File: src/source/kbd_pkg.sv
/*
  Shared constants and the port B register layout for the XT keyboard path.
  The decode covers only the 0x60-0x7F PPI window, and offset 3 is not answered.
  The over-time limit counts cycles of the single system clock.
*/
package kbd_pkg;

    // bus and keycode widths
    localparam int data_w_c = 8;
    localparam int addr_w_c = 10;

    // address bits 7..5 for the PPI window
    localparam logic [2:0] ppi_window_c = 3'b011;

    // register offsets inside the window
    localparam logic [1:0] port_a_ofs_c = 2'd0;
    localparam logic [1:0] port_b_ofs_c = 2'd1;
    localparam logic [1:0] port_c_ofs_c = 2'd2;

    // port B control bit positions
    localparam int clr_bit_c    = 7;
    localparam int kbd_en_bit_c = 6;

    // idle cycles before a partial frame is dropped
    localparam logic [15:0] ps2_over_time_c = 16'd1000;
    // data, parity and stop bits after the start bit
    localparam logic [3:0]  frame_bits_c    = 4'd10;

    // receive FSM state codes
    localparam logic [1:0] st_idle_c   = 2'd0;
    localparam logic [1:0] st_data_c   = 2'd1;
    localparam logic [1:0] st_parity_c = 2'd2;
    localparam logic [1:0] st_stop_c   = 2'd3;

    // port B seen as a byte or as control fields
    typedef union packed {
        logic [data_w_c-1:0] raw;
        struct packed {
            logic       clr;
            logic       kbd_en;
            logic [5:0] spare;
        } ctl;
    } port_b_t;

endpackage

File: src/source/ps2_bit_timer.sv
/*
  Synchronizes the PS/2 lines and marks each falling clock edge.
  The fall pulse comes 3 cycles after the pin falls, data is aligned to it.
  over_time_o fires once per stalled frame and only while busy_i is high.
*/
`timescale 1ns/10ps

module ps2_bit_timer import kbd_pkg::*; (
    input  logic clock,
    input  logic reset,
    input  logic ps2_clock_i,
    input  logic ps2_data_i,
    input  logic busy_i,
    output logic ps2_fall_o,
    output logic ps2_data_sync_o,
    output logic over_time_o
);

    logic        clk_meta;
    logic        clk_sync;
    logic        clk_prev;
    logic        data_meta;
    logic        data_sync;
    logic        fall_next;
    logic [15:0] idle_cnt;
    logic [15:0] idle_next;

    // high to low seen on the synchronized clock
    assign fall_next = clk_prev & ~clk_sync;

    // two flops per line, then the edge flop
    always_ff @(posedge clock) begin
        if (reset) begin
            clk_meta        <= 1'b1;
            clk_sync        <= 1'b1;
            clk_prev        <= 1'b1;
            data_meta       <= 1'b1;
            data_sync       <= 1'b1;
            ps2_fall_o      <= 1'b0;
            ps2_data_sync_o <= 1'b1;
        end else begin
            clk_meta        <= ps2_clock_i;
            clk_sync        <= clk_meta;
            clk_prev        <= clk_sync;
            data_meta       <= ps2_data_i;
            data_sync       <= data_meta;
            ps2_fall_o      <= fall_next;
            ps2_data_sync_o <= data_sync;
        end
    end

    // idle counter, restarts on every fall, saturates at the limit
    always_comb begin
        if (!busy_i || fall_next) begin
            idle_next = 16'd0;
        end else if (idle_cnt != ps2_over_time_c) begin
            idle_next = idle_cnt + 16'd1;
        end else begin
            idle_next = idle_cnt;
        end
    end

    always_ff @(posedge clock) begin
        if (reset) begin
            idle_cnt    <= 16'd0;
            over_time_o <= 1'b0;
        end else begin
            idle_cnt    <= idle_next;
            // one pulse as the counter steps onto the limit
            over_time_o <= (idle_next == ps2_over_time_c) && (idle_cnt != ps2_over_time_c);
        end
    end

    a_no_fall_at_over_time: assert property (@(posedge clock) disable iff (reset)
        !(over_time_o && ps2_fall_o));

endmodule

File: src/source/ps2_frame_fsm.sv
/*
  Receives one PS/2 frame: start 0, eight data bits LSB first, odd parity, stop 1.
  A bad parity or stop bit, or an over-time pulse, drops the frame silently.
  rx_data_o is only meaningful in the cycle of rx_valid_o.
*/
`timescale 1ns/10ps

module ps2_frame_fsm import kbd_pkg::*; (
    input  logic                clock,
    input  logic                reset,
    input  logic                ps2_fall_i,
    input  logic                ps2_data_i,
    input  logic                over_time_i,
    output logic                busy_o,
    output logic                rx_valid_o,
    output logic [data_w_c-1:0] rx_data_o
);

    logic [1:0]          state;
    logic [3:0]          bit_cnt;
    logic [data_w_c-1:0] shift_q;
    logic                parity_ok;

    // data bits plus the parity bit must hold an odd count of ones
    assign parity_ok = ^{shift_q, ps2_data_i};

    always_ff @(posedge clock) begin
        if (reset) begin
            state   <= st_idle_c;
            bit_cnt <= 4'd0;
        end else if (over_time_i) begin
            // stalled frame, start over
            state   <= st_idle_c;
            bit_cnt <= 4'd0;
        end else if (ps2_fall_i) begin
            case (state)
                st_idle_c: begin
                    // only a low start bit opens a frame
                    if (!ps2_data_i) begin
                        state   <= st_data_c;
                        bit_cnt <= 4'd0;
                    end
                end
                st_data_c: begin
                    bit_cnt <= bit_cnt + 4'd1;
                    if (bit_cnt == 4'(data_w_c - 1)) begin
                        state <= st_parity_c;
                    end
                end
                st_parity_c: begin
                    if (parity_ok) begin
                        bit_cnt <= bit_cnt + 4'd1;
                        state   <= st_stop_c;
                    end else begin
                        bit_cnt <= 4'd0;
                        state   <= st_idle_c;
                    end
                end
                default: begin
                    // stop bit, good or not the frame is over
                    bit_cnt <= 4'd0;
                    state   <= st_idle_c;
                end
            endcase
        end
    end

    // LSB arrives first, shift in from the top
    always_ff @(posedge clock) begin
        if (ps2_fall_i && state == st_data_c) begin
            shift_q <= {ps2_data_i, shift_q[data_w_c-1:1]};
        end
    end

    assign busy_o     = (state != st_idle_c);
    // strobe on the stop fall when the stop bit is high
    assign rx_valid_o = (state == st_stop_c) & ps2_fall_i & ps2_data_i;
    assign rx_data_o  = shift_q;

    a_bit_cnt_range: assert property (@(posedge clock) disable iff (reset)
        bit_cnt < frame_bits_c);

    a_valid_in_stop: assert property (@(posedge clock) disable iff (reset)
        rx_valid_o |-> (state == st_stop_c) && (bit_cnt == frame_bits_c - 4'd1));

endmodule

File: src/source/keycode_buffer.sv
/*
  Holds one keycode and the level keyboard interrupt.
  Frames that finish while the interrupt is pending are lost.
  The PS/2 clock is pulled low while a code waits or the keyboard is disabled.
*/
`timescale 1ns/10ps

module keycode_buffer import kbd_pkg::*; (
    input  logic                clock,
    input  logic                reset,
    input  logic                rx_valid_i,
    input  logic [data_w_c-1:0] rx_data_i,
    input  port_b_t             port_b_i,
    output logic [data_w_c-1:0] keycode_o,
    output logic                keyboard_irq_o,
    output logic                ps2_clock_o
);

    logic irq_d;

    // next interrupt level, clear wins over a new code
    always_comb begin
        irq_d = keyboard_irq_o;
        if (port_b_i.ctl.clr) begin
            irq_d = 1'b0;
        end else if (rx_valid_i) begin
            irq_d = 1'b1;
        end
    end

    always_ff @(posedge clock) begin
        if (reset) begin
            keycode_o      <= '0;
            keyboard_irq_o <= 1'b0;
            ps2_clock_o    <= 1'b0;
        end else begin
            keyboard_irq_o <= irq_d;
            // inhibit tracks the interrupt in the same cycle it rises
            ps2_clock_o    <= ~irq_d & port_b_i.ctl.kbd_en;
            if (port_b_i.ctl.clr) begin
                keycode_o <= '0;
            end else if (rx_valid_i && !keyboard_irq_o) begin
                keycode_o <= rx_data_i;
            end
        end
    end

    a_irq_after_clear: assert property (@(posedge clock) disable iff (reset)
        keyboard_irq_o |-> !$past(port_b_i.ctl.clr));

endmodule

File: src/source/ppi_ports.sv
/*
  PPI window decode at 0x60-0x7F with address enable low.
  Only port B is writable, A and C are read only, offset 3 is not answered.
  Reads are combinational; writes act at every clock edge the strobe is low.
*/
`timescale 1ns/10ps

module ppi_ports import kbd_pkg::*; (
    input  logic                clock,
    input  logic                reset,
    input  logic [addr_w_c-1:0] address_i,
    input  logic                address_enable_n_i,
    input  logic                io_read_n_i,
    input  logic                io_write_n_i,
    input  logic [data_w_c-1:0] data_bus_i,
    input  logic [data_w_c-1:0] port_a_i,
    input  logic [data_w_c-1:0] port_c_i,
    output port_b_t             port_b_o,
    output logic [data_w_c-1:0] data_bus_out_o,
    output logic                data_bus_out_from_chipset_o
);

    logic       window_sel;
    logic [1:0] offset;

    // bits 4..2 are not decoded, the window aliases every 4 bytes
    assign window_sel = ~address_enable_n_i & ~address_i[9] & ~address_i[8]
                      & (address_i[7:5] == ppi_window_c);
    assign offset     = address_i[1:0];

    // port B register
    always_ff @(posedge clock) begin
        if (reset) begin
            port_b_o.ctl.clr    <= 1'b0;
            port_b_o.ctl.kbd_en <= 1'b0;
            port_b_o.ctl.spare  <= 6'd0;
        end else if (window_sel && !io_write_n_i && offset == port_b_ofs_c) begin
            port_b_o.raw <= data_bus_i;
        end
    end

    // read mux
    always_comb begin
        data_bus_out_from_chipset_o = 1'b0;
        data_bus_out_o              = '0;
        if (window_sel && !io_read_n_i) begin
            case (offset)
                port_a_ofs_c: begin
                    data_bus_out_from_chipset_o = 1'b1;
                    data_bus_out_o              = port_a_i;
                end
                port_b_ofs_c: begin
                    data_bus_out_from_chipset_o = 1'b1;
                    data_bus_out_o              = port_b_o.raw;
                end
                port_c_ofs_c: begin
                    data_bus_out_from_chipset_o = 1'b1;
                    data_bus_out_o              = port_c_i;
                end
                default: begin
                    // offset 3 stays off the bus
                    data_bus_out_from_chipset_o = 1'b0;
                end
            endcase
        end
    end

endmodule

File: src/source/peripherals_kbd.sv
/*
  Keyboard path of the XT peripheral block on one clock.
  Bus strobes are active-low levels and keyboard_irq_o is a level.
  ps2_clock_o low asks the keyboard to hold off.
*/
`timescale 1ns/10ps

module peripherals_kbd import kbd_pkg::*; (
    input  logic                clock,
    input  logic                reset,
    input  logic [addr_w_c-1:0] address_i,
    input  logic                address_enable_n_i,
    input  logic                io_read_n_i,
    input  logic                io_write_n_i,
    input  logic [data_w_c-1:0] data_bus_i,
    output logic [data_w_c-1:0] data_bus_out_o,
    output logic                data_bus_out_from_chipset_o,
    input  logic [data_w_c-1:0] port_c_i,
    output logic [data_w_c-1:0] port_b_o,
    input  logic                ps2_clock_i,
    input  logic                ps2_data_i,
    output logic                ps2_clock_o,
    output logic                keyboard_irq_o
);

    logic                ps2_fall;
    logic                ps2_data_sync;
    logic                over_time;
    logic                rx_busy;
    logic                rx_valid;
    logic [data_w_c-1:0] rx_data;
    logic [data_w_c-1:0] keycode;
    port_b_t             port_b;

    assign port_b_o = port_b.raw;

    // pin sync, edge detect and stall watchdog
    ps2_bit_timer u_ps2_bit_timer (
        .clock           (clock),
        .reset           (reset),
        .ps2_clock_i     (ps2_clock_i),
        .ps2_data_i      (ps2_data_i),
        .busy_i          (rx_busy),
        .ps2_fall_o      (ps2_fall),
        .ps2_data_sync_o (ps2_data_sync),
        .over_time_o     (over_time)
    );

    // frame assembly
    ps2_frame_fsm u_ps2_frame_fsm (
        .clock       (clock),
        .reset       (reset),
        .ps2_fall_i  (ps2_fall),
        .ps2_data_i  (ps2_data_sync),
        .over_time_i (over_time),
        .busy_o      (rx_busy),
        .rx_valid_o  (rx_valid),
        .rx_data_o   (rx_data)
    );

    // held keycode, irq and clock inhibit
    keycode_buffer u_keycode_buffer (
        .clock          (clock),
        .reset          (reset),
        .rx_valid_i     (rx_valid),
        .rx_data_i      (rx_data),
        .port_b_i       (port_b),
        .keycode_o      (keycode),
        .keyboard_irq_o (keyboard_irq_o),
        .ps2_clock_o    (ps2_clock_o)
    );

    // 8255 subset on the CPU bus
    ppi_ports u_ppi_ports (
        .clock                       (clock),
        .reset                       (reset),
        .address_i                   (address_i),
        .address_enable_n_i          (address_enable_n_i),
        .io_read_n_i                 (io_read_n_i),
        .io_write_n_i                (io_write_n_i),
        .data_bus_i                  (data_bus_i),
        .port_a_i                    (keycode),
        .port_c_i                    (port_c_i),
        .port_b_o                    (port_b),
        .data_bus_out_o              (data_bus_out_o),
        .data_bus_out_from_chipset_o (data_bus_out_from_chipset_o)
    );

endmodule

File: config.mk
export PLATFORM = sky130hd
export DESIGN_NAME = peripherals_kbd
export DESIGN_NICKNAME = d
export VERILOG_FILES = /design/src/source/kbd_pkg.sv /design/src/source/ps2_bit_timer.sv /design/src/source/ps2_frame_fsm.sv /design/src/source/keycode_buffer.sv /design/src/source/ppi_ports.sv /design/src/source/peripherals_kbd.sv
export SDC_FILE = /design/constraint.sdc
export NUM_CORES = 1
export LEC_CHECK = 0
export ABC_AREA = 1
export BUFFER_PORTS_ARGS = -buffer_cell sky130_fd_sc_hd__buf_2
export CORE_UTILIZATION = 40
export DETAILED_ROUTE_END_ITERATION = 6
export PLACE_DENSITY = 0.63
export SLEW_MARGIN = 10
export SYNTH_ARGS = -nofsm -noshare
export SYNTH_HDL_FRONTEND = slang
export SYNTH_HIERARCHICAL = 1
export SYNTH_SLANG_ARGS = --single-unit
File: constraint.sdc
create_clock -name clock -period 2.45 [get_ports clock]
set_clock_uncertainty 0.2 [all_clocks]
set_input_delay 0.245 -clock clock [delete_from_list [all_inputs] [get_ports clock]]
set_output_delay 0.245 -clock clock [all_outputs]
set_load 0.01 [all_outputs]
### Word-level counts from Yosys, hierarchy flattened

Cells that the tools add are included.

* memories: 0
* ROM bits: 0
* bits in writable memories: 0
* word-level logic and storage cells: 76
* output and inout port bits: 19
* bits in latches: 0
* register bits: 56
* input port bits: 33

* add/subtract/negate cells: 2
* shift operators: 0
* divide/modulo/power cells: 0
* reduce and logical (&&, ||, !) cells: 20
* magnitude comparators: 0
* bitwise logic cells: 12
* equal/unequal tests: 11
* $mul: 0
* multiplexer cells: 15

Operators by type and width (number)
* 2-to-1 mux 16 bit: 2
* one-hot mux 8 bit (3 select lines): 1
* adder 16 x 1 -> 16 bit (second input constant): 1
* == test 16 x 10 -> 1 bit (second input constant): 1
* != test 16 x 10 -> 1 bit (second input constant): 1
* one-hot mux 4 bit (3 select lines): 1
* parity 9 bit: 1
* 2-to-1 mux 4 bit: 2
* 2-to-1 mux 8 bit: 1
* AND 1 bit: 7
* == test 2 bit (second input constant): 3
* logical AND 1 bit: 6
* 2-to-1 mux 2 bit: 3
* one-hot mux 2 bit (3 select lines): 1
* inverter 1 bit: 5
* adder 4 x 1 -> 4 bit (second input constant): 1
* == test 2 x 1 -> 1 bit (second input constant): 2
* == test 4 x 3 -> 1 bit (second input constant): 1
* zero test 1 bit: 4
* zero test 2 bit: 2
* 2-to-1 mux 1 bit: 4
* OR reduction 2 bit: 2
* == test 3 x 2 -> 1 bit (second input constant): 1
* AND reduction 3 bit: 1
* other kinds (6): 6

### Depth between registers and ports, before layout

* depth after elaboration: 7
* mapped depth: 13
* mapped depth without buffers: 13

### By module

The synthesis kept the hierarchy.

By module, submodules not included
* ps2_bit_timer: cells an instance 189, sequential area each 480.5 sq um, instances 1, area each 1273.7 sq um
* ps2_frame_fsm: cells an instance 94, sequential area each 360.3 sq um, instances 1, area each 778.2 sq um
* ppi_ports: cells an instance 111, sequential area each 160.2 sq um, instances 1, area each 658.1 sq um
* keycode_buffer: cells an instance 60, sequential area each 200.2 sq um, instances 1, area each 420.4 sq um

### Worst setup path after synthesis

OpenSTA, ideal clock, no wires.

* path kind: register to register
* start: register u_ps2_frame_fsm.state[0]
* end: register u_ps2_bit_timer.over_time_o
* library setup time: 64 ps
* cell stages (with the launch flop): 13
* data required time: 2186 ps
* arrival: 1564 ps
* buffers on the path: 1
* setup slack: 622 ps
* period minus slack after synthesis: 1828 ps
* cells stage by stage: dfxtp_1 -> inv_1 -> ha_1 -> inv_1 -> o21ai_4 -> inv_2 -> buf_2 -> nand3_1 -> nor2_1 -> nand3_1 -> nor2_1 -> nand3_1 -> nor2_1

* longest elaborated chain between the ends: 6

Ends and longest elaborated chain
* start: declaration: line ps2_frame_fsm.sv:19 `logic [1:0] state;`
* start signal: assignment: line ps2_frame_fsm.sv:29 `state <= st_idle_c;`
* start signal: assignment: line ps2_frame_fsm.sv:33 `state <= st_idle_c;`
* start signal: assignment: line ps2_frame_fsm.sv:40 `state <= st_data_c;`
* nonzero test 2 bit: line ps2_frame_fsm.sv:75 `assign busy_o = (state != st_idle_c);`
* net rx_busy: line peripherals_kbd.sv:29 `logic rx_busy;`
* zero test 1 bit: line ps2_bit_timer.sv:54 `if (!busy_i || fall_next) begin`
* logical OR 1 bit: line ps2_bit_timer.sv:54
* 2-to-1 mux 16 bit: line ps2_bit_timer.sv:54
* == test 16 x 10 -> 1 bit: line ps2_bit_timer.sv:70 `over_time_o <= (idle_next == ps2_over_time_c) && (idle_cnt != ps2_over_time_c);`
* logical AND 1 bit: line ps2_bit_timer.sv:70
* end signal: assignment: line ps2_bit_timer.sv:70
* end: declaration: line ps2_bit_timer.sv:16 `output logic over_time_o`

The timed path passes the listed nets, and every way through them passes these cells.
A chain may end at the register's enable or synchronous reset.

### Worst setup path after layout

Ends and elaborated chain as after synthesis.

==> results.toml <==
[outcome]
status = "finished, final reports clean"

[finish]
final_nets = 546
drive_gt1_frac = 0.198
stdcell_area_um2 = 3590
antennaDiodeCount = 0
fin_cells = 605
syn2layout_area_growth_pct = 14.6

[critical_path]
critical_path.slowest_cell = "dfxtp_1"
slowest_delay_ps = 430
worstSetupEndpointType = "flip-flop"
required_ps = 2500
cp.arrival_ps = 2150
critical_path.cell_chain = "inv_1 -> ha_1 -> inv_1 -> o21ai_4 -> inv_2 -> o21ai_0 -> nor2_1 -> nand3_1 -> nor2_1 -> nand3_1 -> nor2_1"
cpLargestDelayFamily = "simple AND/OR/NAND/NOR gates"
crit_type = "reg2reg"
reg2reg_slack_ps = 350
crit_path_start_kind = "flip-flop"
worst_path_most_repeated_cell = "nor2_1"
path_buf_inv = 3
crit_fanout = 13

[clock_network]
path_clk_slew_ps = 100
cts.sinks = 56
cts_buffers = 5
cts_max_path_buffers = 2
h-tree-depth = 2
clock_latency_ps = 300
cts_tree = "built"
cts_root_buf = "clkbuf_8"

[floorplan]
die_w_um = 90.5
coreArea_um2 = 7410
die_h_um = 90.5
ios = 52
rows = 31
start_util = 0.423
die_area_um2 = 8180

[synth]
synth_common_cells = "96 x nand2_1, 93 x nor2_1, 55 x inv_1, 55 x nand3_1, 48 x dfxtp_1"
synthesis.area_um2 = 3130
synth_top_area_frac = 0.307
synth_enable_flop_cells = 8
synth_most_common_cell = "nand2_1"
seq_area_frac_synth = 0.384
synth.avg_cell_area_um2 = 6.90
ys.flop_type = "dfxtp_1"
synthArstFlopShare = 0
synth_cell_types = 35
synthTopCellsByArea = "dfxtp_1 31%, nand2_1 12%, nor2_1 11%"
synth-seq-cells = 56
yosys_warnings = 6
post-synth-top-area-cell = "dfxtp_1"
syn_nets = 495
synthCells = 454

[global_routing]
overflow = 0
antenna_found_initial = 0
first_global_vias = 2667
grt_pass1_wl_um = 11300
grt_use_total = 0.164
grt_max_degree = 28

[min_path]
min_path_type = "in2reg"

[timing]
finalHoldViolations = 0
worstMarginPinSlew_ps = 615
fin_crit_ps = 2100
maxSlewViolCount = 0
setup_viol = 0
fmax_mhz = 475
fin_crit_sh = 0.859
slew_headroom = 0.588
rsz0062_at_grt = "false"
fin_setup_tns_ps = 0

[placement]
placed_area_um2 = 3460
post-dp-hpwl_um = 4940
gp_congestion = 0.814
dp_cells = 595
portBuffers = 48

[power_and_ir_drop]
max-vdd-ir-drop_mv = 0.324
power.density_nw_per_um2 = 445
leakagePower_uw = 0.00164

[route]
viasPerCell = 4.66
vias = 2817
drt_first_pass_iters = 4
drc_errors = 0
wirelength_um = 6370
first_iter_violations = 84
ant_nets = 0
wl_per_cell_um = 10.5

[job]
maxCapViolCount = 0
-- area by class of cell --
class,instances,area (um^2)
Clock buffer,6,93.8
Tap cell,99,124
Timing Repair Buffer,50,260
Inverter,62,235
Fill cell,750,3820
Clock inverter,2,17.5
Sequential cell,56,1200
Multi-Input combinational cell,330,1660
-- tightest hold or removal path, stage by stage --
cell	delay (ps)
buf_2	80
inv_1	30
nand3_1	60
nand2_1	40
nor2_1	60
-- cell families (layout without fill, tap and decap cells) --
family	Yosys count	count (layout)	synth area share
AOI/OAI and AO/OA	28	28	0.0516
xor gates and xnor gates	6	6	0.0168
DFF	56	56	0.384
adders and majority gates	8	8	0.0320
buffers and inverters	68	120	0.0875
and+or+nand+nor	288	288	0.428
-- stage by stage --
step	hold slack (ps)	setup WS (ps)	total power, uW	util
6_report	49.5	345	1600	0.484
5_1_grt	68.9	119	1670	0.484
4_1_cts	49.9	347	1620	0.484
3_5_place_dp	193	378	1040	0.466
3_3_place_gp	193	416	1040	0.466
2_1_floorplan	149	622	1010	-
-- repair_timing --
item	CTS	global route
setup endpoints to repair	0	0
hold buffers	2	0
setup buffers	0	0
hold endpoints to repair	2	0
resized for setup	0	0
-- cells in the final DEF, fill, tap and decap left out, drive strengths merged --
master and count:
nand3 59, nor4 1, dlygate4sd3 2, or2 7, o21ai 6, o21a 1, nand2 107, clkbuf 6
nor3b 1, xor2 2, buf 48, nor3 5, nor2 105, xnor2 4, ha 8, inv 62
clkinv 2, o21bai 2, dfxtp 48, edfxtp 8, a21oi 18, nand4 3, a21o 1
-- path summary, 6_finish.rpt --
check                               endpoint                       from  cells past startpoint
min                  u_ppi_ports/port_b_o[4]              data_bus_i[4]                      5
min reg2reg  u_ps2_bit_timer/ps2_data_sync_o  u_ps2_bit_timer/data_sync                      1
max reg2reg      u_ps2_bit_timer/over_time_o   u_ps2_frame_fsm/state[0]                     11
max              u_ps2_bit_timer/over_time_o   u_ps2_frame_fsm/state[0]                     11
-- report_power, final --
group          internal (uW)  total [uW]  switching (uW)  leakage (uW)
sequential               933         935            2.32      0.000459
clock                    267         571             303     0.0000565
combinational           36.5        90.0            53.5       0.00113
-- registers in the layout, summed over array words and instances, names as in the netlist, 2 cells and up --
register                    cells
u_ppi_ports/port_b_o            8
u_ps2_frame_fsm/state           2
u_ps2_bit_timer/idle_cnt       16
u_ps2_frame_fsm/bit_cnt         4
u_keycode_buffer/keycode_o      8
u_ps2_frame_fsm/rx_data_o       8
-- layer usage --
layer,global-route usage,vias to the layer above,part of all wire
met4,0.0363,0,0.0036
met1,0.200,1239,0.47
met3,0.0278,4,0.038
met2,0.299,52,0.49
li1,-,1522,-
met5,0,-,0
Power figures use the tool's default switching activity.
